### src/source/stream_geometry_pkg.sv
`default_nettype none

package stream_geometry_pkg;

  // input segment carries one 32-bit word per beat
  localparam int in_data_width = 32;
  localparam int in_keep_width = in_data_width / 8;

  // byte stream between the downsizer and the upsizer
  localparam int mid_data_width = 8;
  localparam int mid_keep_width = mid_data_width / 8;

  // output segment carries one 16-bit halfword per beat
  localparam int out_data_width = 16;
  localparam int out_keep_width = out_data_width / 8;

  // byte beats produced from one input word
  localparam int down_ratio = in_keep_width / mid_keep_width;

  // byte beats packed into one output beat
  localparam int up_ratio = out_keep_width / mid_keep_width;

endpackage

`default_nettype wire

### src/source/adapter_state_pkg.sv
`default_nettype none

package adapter_state_pkg;

  // position of a byte lane inside a wide beat
  typedef logic [1:0] lane_index_t;

  typedef enum logic [0:0] {
    down_idle,
    down_transfer_out
  } down_state_t;

  // up_transfer_out means a packed beat is waiting for the output stage
  typedef enum logic [1:0] {
    up_idle,
    up_transfer_in,
    up_transfer_out
  } up_state_t;

endpackage

`default_nettype wire

### src/source/axis_skid_buffer.sv
`default_nettype none

module axis_skid_buffer #(
  parameter int data_width = 8
) (
  input  wire                     clk,
  input  wire                     rst,
  input  wire [data_width-1:0]    in_tdata,
  input  wire [data_width/8-1:0]  in_tkeep,
  input  wire                     in_tvalid,
  input  wire                     in_tlast,
  input  wire                     in_tuser,
  output logic                    in_ready_early,
  output logic [data_width-1:0]   out_tdata,
  output logic [data_width/8-1:0] out_tkeep,
  output logic                    out_tvalid,
  output logic                    out_tlast,
  output logic                    out_tuser,
  input  wire                     out_tready
);

  logic [data_width-1:0]   spare_tdata;
  logic [data_width/8-1:0] spare_tkeep;
  logic                    spare_tvalid;
  logic                    spare_tlast;
  logic                    spare_tuser;

  // the adapter may present a beat next cycle if the output drains or the spare stays empty
  assign in_ready_early = out_tready || (!spare_tvalid && (!out_tvalid || !in_tvalid));

  always_ff @(posedge clk) begin
    if (rst) begin
      out_tvalid   <= 1'b0;
      out_tlast    <= 1'b0;
      out_tuser    <= 1'b0;
      spare_tvalid <= 1'b0;
    end else if (in_tvalid) begin
      if (out_tready || !out_tvalid) begin
        out_tdata  <= in_tdata;
        out_tkeep  <= in_tkeep;
        out_tvalid <= 1'b1;
        out_tlast  <= in_tlast;
        out_tuser  <= in_tuser;
      end else begin
        // output is stalled, so park the beat in the spare slot
        spare_tdata  <= in_tdata;
        spare_tkeep  <= in_tkeep;
        spare_tvalid <= 1'b1;
        spare_tlast  <= in_tlast;
        spare_tuser  <= in_tuser;
      end
    end else if (out_tready) begin
      out_tdata    <= spare_tdata;
      out_tkeep    <= spare_tkeep;
      out_tvalid   <= spare_tvalid;
      out_tlast    <= spare_tlast;
      out_tuser    <= spare_tuser;
      spare_tvalid <= 1'b0;
    end
  end

endmodule

`default_nettype wire

### src/source/axis_downsizer.sv
`default_nettype none

module axis_downsizer
  import stream_geometry_pkg::*, adapter_state_pkg::*;
(
  input  wire                        clk,
  input  wire                        rst,
  input  wire [in_data_width-1:0]    s_tdata,
  input  wire [in_keep_width-1:0]    s_tkeep,
  input  wire                        s_tvalid,
  input  wire                        s_tlast,
  input  wire                        s_tuser,
  output logic                       s_tready,
  output logic [mid_data_width-1:0]  m_tdata,
  output logic [mid_keep_width-1:0]  m_tkeep,
  output logic                       m_tvalid,
  output logic                       m_tlast,
  output logic                       m_tuser,
  input  wire                        m_tready
);

  down_state_t               state;
  down_state_t               state_next;
  lane_index_t               lane;
  lane_index_t               lane_next;
  lane_index_t               lane_sel;
  lane_index_t               lane_inc;
  logic                      s_tready_next;
  logic                      in_ready;
  logic                      in_ready_early;
  logic                      accept;
  logic                      final_lane;
  logic                      beat_valid;
  logic [in_data_width-1:0]  hold_data;
  logic [in_keep_width-1:0]  hold_keep;
  logic                      hold_last;
  logic                      hold_user;
  logic [in_data_width-1:0]  src_data;
  logic [in_keep_width-1:0]  src_keep;
  logic                      src_last;
  logic                      src_user;

  assign accept = s_tvalid && s_tready;

  // in idle, lane zero comes straight from the input bus
  assign src_data = (state == down_idle) ? s_tdata : hold_data;
  assign src_keep = (state == down_idle) ? s_tkeep : hold_keep;
  assign src_last = (state == down_idle) ? s_tlast : hold_last;
  assign src_user = (state == down_idle) ? s_tuser : hold_user;
  assign lane_sel = (state == down_idle) ? lane_index_t'(0) : lane;
  assign lane_inc = lane_sel + 1'b1;

  // keep is contiguous, so a clear bit in the next lane ends the word
  assign final_lane = (lane_sel == lane_index_t'(down_ratio - 1)) || !src_keep[lane_inc];

  always_comb begin
    state_next    = state;
    lane_next     = lane;
    s_tready_next = 1'b0;
    beat_valid    = 1'b0;
    case (state)
      down_idle: begin
        s_tready_next = 1'b1;
        if (accept) begin
          beat_valid = in_ready;
          lane_next  = (in_ready && !final_lane) ? lane_inc : lane_index_t'(0);
          if (!final_lane || !in_ready) begin
            s_tready_next = 1'b0;
            state_next    = down_transfer_out;
          end
        end
      end
      down_transfer_out: begin
        beat_valid = in_ready;
        if (in_ready) begin
          lane_next = lane_inc;
          if (final_lane) begin
            lane_next     = '0;
            s_tready_next = 1'b1;
            state_next    = down_idle;
          end
        end
      end
    endcase
  end

  always_ff @(posedge clk) begin
    if (rst) begin
      state    <= down_idle;
      lane     <= '0;
      s_tready <= 1'b0;
      in_ready <= 1'b0;
    end else begin
      state    <= state_next;
      lane     <= lane_next;
      s_tready <= s_tready_next;
      in_ready <= in_ready_early;
    end
  end

  always_ff @(posedge clk) begin
    if (accept) begin
      hold_data <= s_tdata;
      hold_keep <= s_tkeep;
      hold_last <= s_tlast;
      hold_user <= s_tuser;
    end
  end

  axis_skid_buffer #(
    .data_width(mid_data_width)
  ) i_skid_buffer (
    .clk           (clk),
    .rst           (rst),
    .in_tdata      (src_data[lane_sel*mid_data_width +: mid_data_width]),
    .in_tkeep      (src_keep[lane_sel]),
    .in_tvalid     (beat_valid),
    .in_tlast      (src_last && final_lane),
    .in_tuser      (src_user && final_lane),
    .in_ready_early(in_ready_early),
    .out_tdata     (m_tdata),
    .out_tkeep     (m_tkeep),
    .out_tvalid    (m_tvalid),
    .out_tlast     (m_tlast),
    .out_tuser     (m_tuser),
    .out_tready    (m_tready)
  );

endmodule

`default_nettype wire

### src/source/axis_upsizer.sv
`default_nettype none

module axis_upsizer
  import stream_geometry_pkg::*, adapter_state_pkg::*;
(
  input  wire                        clk,
  input  wire                        rst,
  input  wire [mid_data_width-1:0]   s_tdata,
  input  wire [mid_keep_width-1:0]   s_tkeep,
  input  wire                        s_tvalid,
  input  wire                        s_tlast,
  input  wire                        s_tuser,
  output logic                       s_tready,
  output logic [out_data_width-1:0]  m_tdata,
  output logic [out_keep_width-1:0]  m_tkeep,
  output logic                       m_tvalid,
  output logic                       m_tlast,
  output logic                       m_tuser,
  input  wire                        m_tready
);

  up_state_t                  state;
  up_state_t                  state_next;
  lane_index_t                lane;
  lane_index_t                lane_next;
  logic                       s_tready_next;
  logic                       in_ready;
  logic                       in_ready_early;
  logic                       accept;
  logic                       pair_done;
  logic                       beat_valid;
  logic                       beat_from_pair;
  logic [out_data_width-1:0]  pair_data;
  logic [out_keep_width-1:0]  pair_keep;
  logic [out_data_width-1:0]  temp_data;
  logic [out_keep_width-1:0]  temp_keep;
  logic                       temp_last;
  logic                       temp_user;

  assign accept    = s_tvalid && s_tready;
  assign pair_done = (lane == lane_index_t'(up_ratio - 1)) || s_tlast;

  // a pair restarts from zero, so a lone last byte leaves the high half clear
  always_comb begin
    pair_data = (lane == '0) ? '0 : temp_data;
    pair_keep = (lane == '0) ? '0 : temp_keep;
    pair_data[lane*mid_data_width +: mid_data_width] = s_tdata;
    pair_keep[lane*mid_keep_width +: mid_keep_width] = s_tkeep;
  end

  always_comb begin
    state_next     = state;
    lane_next      = lane;
    s_tready_next  = 1'b0;
    beat_valid     = 1'b0;
    beat_from_pair = 1'b0;
    case (state)
      up_idle, up_transfer_in: begin
        s_tready_next = 1'b1;
        if (accept) begin
          if (pair_done) begin
            lane_next      = '0;
            beat_from_pair = 1'b1;
            beat_valid     = in_ready;
            if (in_ready) begin
              state_next = up_idle;
            end else begin
              state_next    = up_transfer_out;
              s_tready_next = in_ready_early;
            end
          end else begin
            lane_next  = lane + 1'b1;
            state_next = up_transfer_in;
          end
        end
      end
      up_transfer_out: begin
        beat_valid    = in_ready;
        s_tready_next = in_ready_early;
        if (in_ready) begin
          if (!accept) begin
            s_tready_next = 1'b1;
            state_next    = up_idle;
          end else if (!pair_done) begin
            // first byte of the next pair arrives while the held beat leaves
            lane_next     = lane + 1'b1;
            s_tready_next = 1'b1;
            state_next    = up_transfer_in;
          end
        end
      end
      default: state_next = up_idle;
    endcase
  end

  always_ff @(posedge clk) begin
    if (rst) begin
      state    <= up_idle;
      lane     <= '0;
      s_tready <= 1'b0;
      in_ready <= 1'b0;
    end else begin
      state    <= state_next;
      lane     <= lane_next;
      s_tready <= s_tready_next;
      in_ready <= in_ready_early;
    end
  end

  always_ff @(posedge clk) begin
    if (accept) begin
      temp_data <= pair_data;
      temp_keep <= pair_keep;
      temp_last <= s_tlast;
      temp_user <= s_tuser;
    end
  end

  axis_skid_buffer #(
    .data_width(out_data_width)
  ) i_skid_buffer (
    .clk           (clk),
    .rst           (rst),
    .in_tdata      (beat_from_pair ? pair_data : temp_data),
    .in_tkeep      (beat_from_pair ? pair_keep : temp_keep),
    .in_tvalid     (beat_valid),
    .in_tlast      (beat_from_pair ? s_tlast : temp_last),
    .in_tuser      (beat_from_pair ? s_tuser : temp_user),
    .in_ready_early(in_ready_early),
    .out_tdata     (m_tdata),
    .out_tkeep     (m_tkeep),
    .out_tvalid    (m_tvalid),
    .out_tlast     (m_tlast),
    .out_tuser     (m_tuser),
    .out_tready    (m_tready)
  );

endmodule

`default_nettype wire

### src/source/stream_resizer.sv
`default_nettype none

module stream_resizer
  import stream_geometry_pkg::*;
(
  input  wire                        clk,
  input  wire                        rst,
  input  wire [in_data_width-1:0]    s_tdata,
  input  wire [in_keep_width-1:0]    s_tkeep,
  input  wire                        s_tvalid,
  input  wire                        s_tlast,
  input  wire                        s_tuser,
  output logic                       s_tready,
  output logic [out_data_width-1:0]  m_tdata,
  output logic [out_keep_width-1:0]  m_tkeep,
  output logic                       m_tvalid,
  output logic                       m_tlast,
  output logic                       m_tuser,
  input  wire                        m_tready
);

  // byte stream between the two stages
  logic [mid_data_width-1:0] mid_tdata;
  logic [mid_keep_width-1:0] mid_tkeep;
  logic                      mid_tvalid;
  logic                      mid_tready;
  logic                      mid_tlast;
  logic                      mid_tuser;

  axis_downsizer i_downsizer (
    .clk     (clk),
    .rst     (rst),
    .s_tdata (s_tdata),
    .s_tkeep (s_tkeep),
    .s_tvalid(s_tvalid),
    .s_tlast (s_tlast),
    .s_tuser (s_tuser),
    .s_tready(s_tready),
    .m_tdata (mid_tdata),
    .m_tkeep (mid_tkeep),
    .m_tvalid(mid_tvalid),
    .m_tlast (mid_tlast),
    .m_tuser (mid_tuser),
    .m_tready(mid_tready)
  );

  axis_upsizer i_upsizer (
    .clk     (clk),
    .rst     (rst),
    .s_tdata (mid_tdata),
    .s_tkeep (mid_tkeep),
    .s_tvalid(mid_tvalid),
    .s_tlast (mid_tlast),
    .s_tuser (mid_tuser),
    .s_tready(mid_tready),
    .m_tdata (m_tdata),
    .m_tkeep (m_tkeep),
    .m_tvalid(m_tvalid),
    .m_tlast (m_tlast),
    .m_tuser (m_tuser),
    .m_tready(m_tready)
  );

endmodule

`default_nettype wire

### config.mk
export PLATFORM = sky130hd
export DESIGN_NAME = stream_resizer
export DESIGN_NICKNAME = d
export VERILOG_FILES = /design/src/source/stream_geometry_pkg.sv /design/src/source/adapter_state_pkg.sv /design/src/source/axis_skid_buffer.sv /design/src/source/axis_downsizer.sv /design/src/source/axis_upsizer.sv /design/src/source/stream_resizer.sv
export SDC_FILE = /design/constraint.sdc
export NUM_CORES = 1
export LEC_CHECK = 0
export BUFFER_PORTS_ARGS = -buffer_cell sky130_fd_sc_hd__buf_2
export CORE_ASPECT_RATIO = 0.9
export CORE_MARGIN = 2
export CORE_UTILIZATION = 30
export DETAILED_ROUTE_END_ITERATION = 16
export PLACE_DENSITY_LB_ADDON = 0.3
export SLEW_MARGIN = 15
export SYNTH_ARGS = -nofsm -noshare
export SYNTH_HDL_FRONTEND = slang
export SYNTH_SLANG_ARGS = --single-unit
### constraint.sdc
create_clock -name clk -period 2.4 [get_ports clk]
set_input_delay 0 -clock clk [delete_from_list [all_inputs] [get_ports clk]]
set_output_delay 0 -clock clk [all_outputs]
set_load 0.005 [all_outputs]
==> impl_metrics.ini <==
[outcome]
status = completed

[floorplan]
die_y_um = 135.6
initial_core_util_pct = 30.34
design.core.area_sq_um = 19040
num_rows = 48
die-area_sq_um = 20380
fp.dieW_um = 150.3
num_io_pins = 64

[yosys]
ys.flop_type = edfxtp_1
synthCells = 399
ys_warn_count = 0
synth_mux_area_share_pct = 10.03
synth-edff-count = 116
ys_types = 51
synth-compound-area-share_pct = 10.94
syn_nets = 446
syn-mean-instance-area_sq_um = 14.48
yosys.area_share.simple_pct = 8.622
synth_top_family_by_area = compound AO/OA/AOI/OAI gates
synth_xor_area_share_pct = 0
ys_seq_area_share_pct = 66.90
synth_fa_ha_area_share_pct = 1.256
syn_area_sq_um = 5776
ys_seq_elements = 135
async_reset_ff_share_pct = 0

[global_route]
antenna_found_initial = 0
overflow = 0
grt_max_degree = 30
grt_usage_pct = 12.18
grt_pass1_vias = 3602
grt_pass1_wl_mm = 18.91

[placed_design]
io_buffers = 63
dpl-instance-area_sq_um = 6429
place_hpwl_mm = 7.952
gp_congestion = 0.7879
dpl.cell_count = 705
dp_slack_ps = 98.83

[detailed_routing]
vias = 3736
ant_nets = 0
routedWlPerCell_um = 15.39
drc = 0
vias_per_cell = 4.808
first_pass_iters = 7
drt-total-wl_mm = 11.96
drt_iter0_markers = 305

[critical_path]
startpoint_type = register
crit_path_max_fanout = 14
cpPeakStageDelay_ps = 450
cp_data_required_time_ps = 2560
r2r_slack_ps = 180
crit_family = simple AND/OR/NAND/NOR gates
cp_slowest_cell = dfxtp_1
cp-end-kind = register
critical_path_arrival_ps = 2380
crit_buf_inv = 1
cp_cell_sequence = inv_1, ha_1, and3_2, and3_1, a22o_1, mux2_2
crit_type = register to register

[run]
maxCapViolations = 0

[clock_network]
clkSinkCount = 135
clk_pin_slew_worst_paths_ps = 60
cts-root-buf = clkbuf_16
htree_levels = 4
cts_buffers = 17
clkLatencyLatePin_ps = 410
postCtsSetupBuffers = 0
cts_tree = built
clk_path_buf_depth = 2

[sta]
fin_ws_ps = 175.4
worstMarginPinSlew_ps = 647.1
finalHoldViolCount = 0
slew_headroom_pct = 56.70
tns_ps = 0
period_minus_slack_ps = 2225
finalCritPeriodShare_pct = 92.69
finalMaxSlewViolations = 0
max_freq_ghz = 0.4495
clock-skew-final_ps = 9.067
rsz0062_at_grt = false
holdWs_ps = 24.81
finalSetupViolations = 0

[finish]
fin_nets = 561
final_cells = 777
areaGrowthSynthToFinish_pct = 28.36
final_area_sq_um = 7413
fillers = 1769
fin_util_pct = 38.94
diodes = 0
drive_gt1_share_pct = 28.84

[pwr]
clockPowerShare_pct = 45.4
power_frac_seq_pct = 48.1
combPwrFrac_pct = 6.5
total_power_mw = 5.573
irDropWorstVdd_uv = 492.8
switchingPower_mw = 1.226
p_sw_share_pct = 22.01
p_per_area_nw_per_um2 = 751.7
internal-power_mw = 4.346
p_leak_nw = 2.742

[min_path]
hp-class = primary input to register
[power groups by stage]
| stage | Clock [mW] | Combinational, mW | Sequential (mW) |
|---|---|---|---|
| after CTS | 2.59 | 0.362 | 2.68 |
| after global placement | 0 | 0.304 | 2.73 |
| after global routing | 2.69 | 0.399 | 2.69 |
| after floorplan | 0 | 0.205 | 2.71 |
| final | 2.53 | 0.362 | 2.68 |
| after detailed placement | 0 | 0.311 | 2.73 |
[synth_stat cells, types with 2 or more instances]
| cell type | instances | area (sq um) |
|---|---|---|
| nor2_1 | 22 | 82.58 |
| edfxtp_1 | 116 | 3483 |
| o21ai_0 | 15 | 75.07 |
| a311oi_1 | 2 | 17.52 |
| a2111o_1 | 2 | 22.52 |
| nor4bb_1 | 2 | 20.02 |
| nand2b_1 | 3 | 18.77 |
| or3_1 | 2 | 12.51 |
| a21o_1 | 2 | 15.01 |
| nand2_1 | 34 | 127.6 |
| clkbuf_1 | 6 | 22.52 |
| inv_1 | 9 | 33.78 |
| a31oi_1 | 2 | 12.51 |
| a41oi_1 | 4 | 35.03 |
| mux2i_1 | 5 | 50.05 |
| buf_2 | 13 | 65.06 |
| mux4_2 | 9 | 202.7 |
| a211oi_1 | 2 | 15.01 |
| nand4_1 | 2 | 12.51 |
| nand3_1 | 5 | 25.02 |
| ha_1 | 5 | 62.56 |
| a21oi_1 | 18 | 90.09 |
| mux2_2 | 29 | 326.6 |
| a22o_1 | 29 | 254.0 |
| nor2b_1 | 8 | 50.05 |
| dfxtp_1 | 19 | 380.4 |
| and3_1 | 6 | 37.54 |
| and2_1 | 5 | 31.28 |
[area by class of cell]
| type | count | area (sq um) | area share [%] |
|---|---|---|---|
| timing repair buffer | 117 | 833.3 | 11.24 |
| clock inverter | 14 | 153.9 | 2.076 |
| sequential | 135 | 3864 | 52.12 |
| multi-input combinational | 234 | 1787 | 24.10 |
| clock buffer | 18 | 429.2 | 5.789 |
| tap | 250 | 312.8 | 4.219 |
| inverter | 9 | 33.78 | 0.4557 |
[placed cells by master (no fill, tap or decap), drive strengths merged, types with 2 or more instances in the layout]
master       instances
a2111o               2
a211oi               2
a21o                 2
a21oi               18
a22o                29
a311oi               2
a31oi                2
a41oi                4
and2                 5
and3                 6
buf                 77
bufinv               2
clkbuf              18
clkinv               6
clkinvlp             5
dfxtp               19
dlygate4sd3         40
edfxtp             116
ha                   5
inv                 10
mux2                29
mux2i                5
mux4                 9
nand2               34
nand2b               3
nand3                5
nand3b               2
nand4                2
nor2                22
nor2b                8
nor4bb               2
o21ai               16
or3                  2
[worst register-to-register path, cell delays in order (launching register included)]
cell     delay, ps
dfxtp_1        450
inv_1          100
ha_1           340
and3_2         310
and3_1         240
a22o_1         270
mux2_2         260
[kinds of logic after synthesis]
kind of cell	after synthesis
AND/OR/NAND/NOR	98
buffers and inverters	30
flip-flops	135
AO/OA/AOI/OAI	87
adder cells (fa/ha/maj)	6
multiplexers	43
[timing repair]
item	CTS	global route
gates resized for setup	0	1
hold buffers	40	0
endpoints found under the hold margin	55	0
endpoints found under the setup margin	0	11
[layer usage]
layer	share of wire, %	GRT usage, %	vias up
li1	-	-	1796
met4	1.4	5.189	0
met5	0	0	-
met1	48	16.66	1788
met2	46	18.57	138
met3	5.0	2.862	14
[state kept, by name, summed over array words and instances, names as in the netlist, 4 cells and up]
signal                                 cells
i_downsizer.i_skid_buffer.out_tdata        8
i_upsizer.i_skid_buffer.out_tdata         16
i_upsizer.temp_data                       16
i_downsizer.hold_keep                      4
i_downsizer.hold_data                     32
i_upsizer.i_skid_buffer.spare_tdata       16
i_downsizer.i_skid_buffer.spare_tdata      8
[path summary, 6_finish.rpt]
| kind | startpoint | to | cells past startpoint |
|---|---|---|---|
| worst max register to register | i_upsizer.lane[0]$_SDFFE_PP0P_ | i_upsizer.i_skid_buffer.out_tdata[13]$_DFFE_PP_ | 6 |
| worst min register to register | i_upsizer.lane[1]$_SDFFE_PP0P_ | i_upsizer.lane[1]$_SDFFE_PP0P_ | 2 |
| worst max-delay path | i_upsizer.lane[0]$_SDFFE_PP0P_ | i_upsizer.i_skid_buffer.out_tdata[13]$_DFFE_PP_ | 6 |
| worst min-delay path | s_tvalid | i_downsizer.s_tready$_SDFF_PP0_ | 3 |
Power figures use the tool's default switching activity.
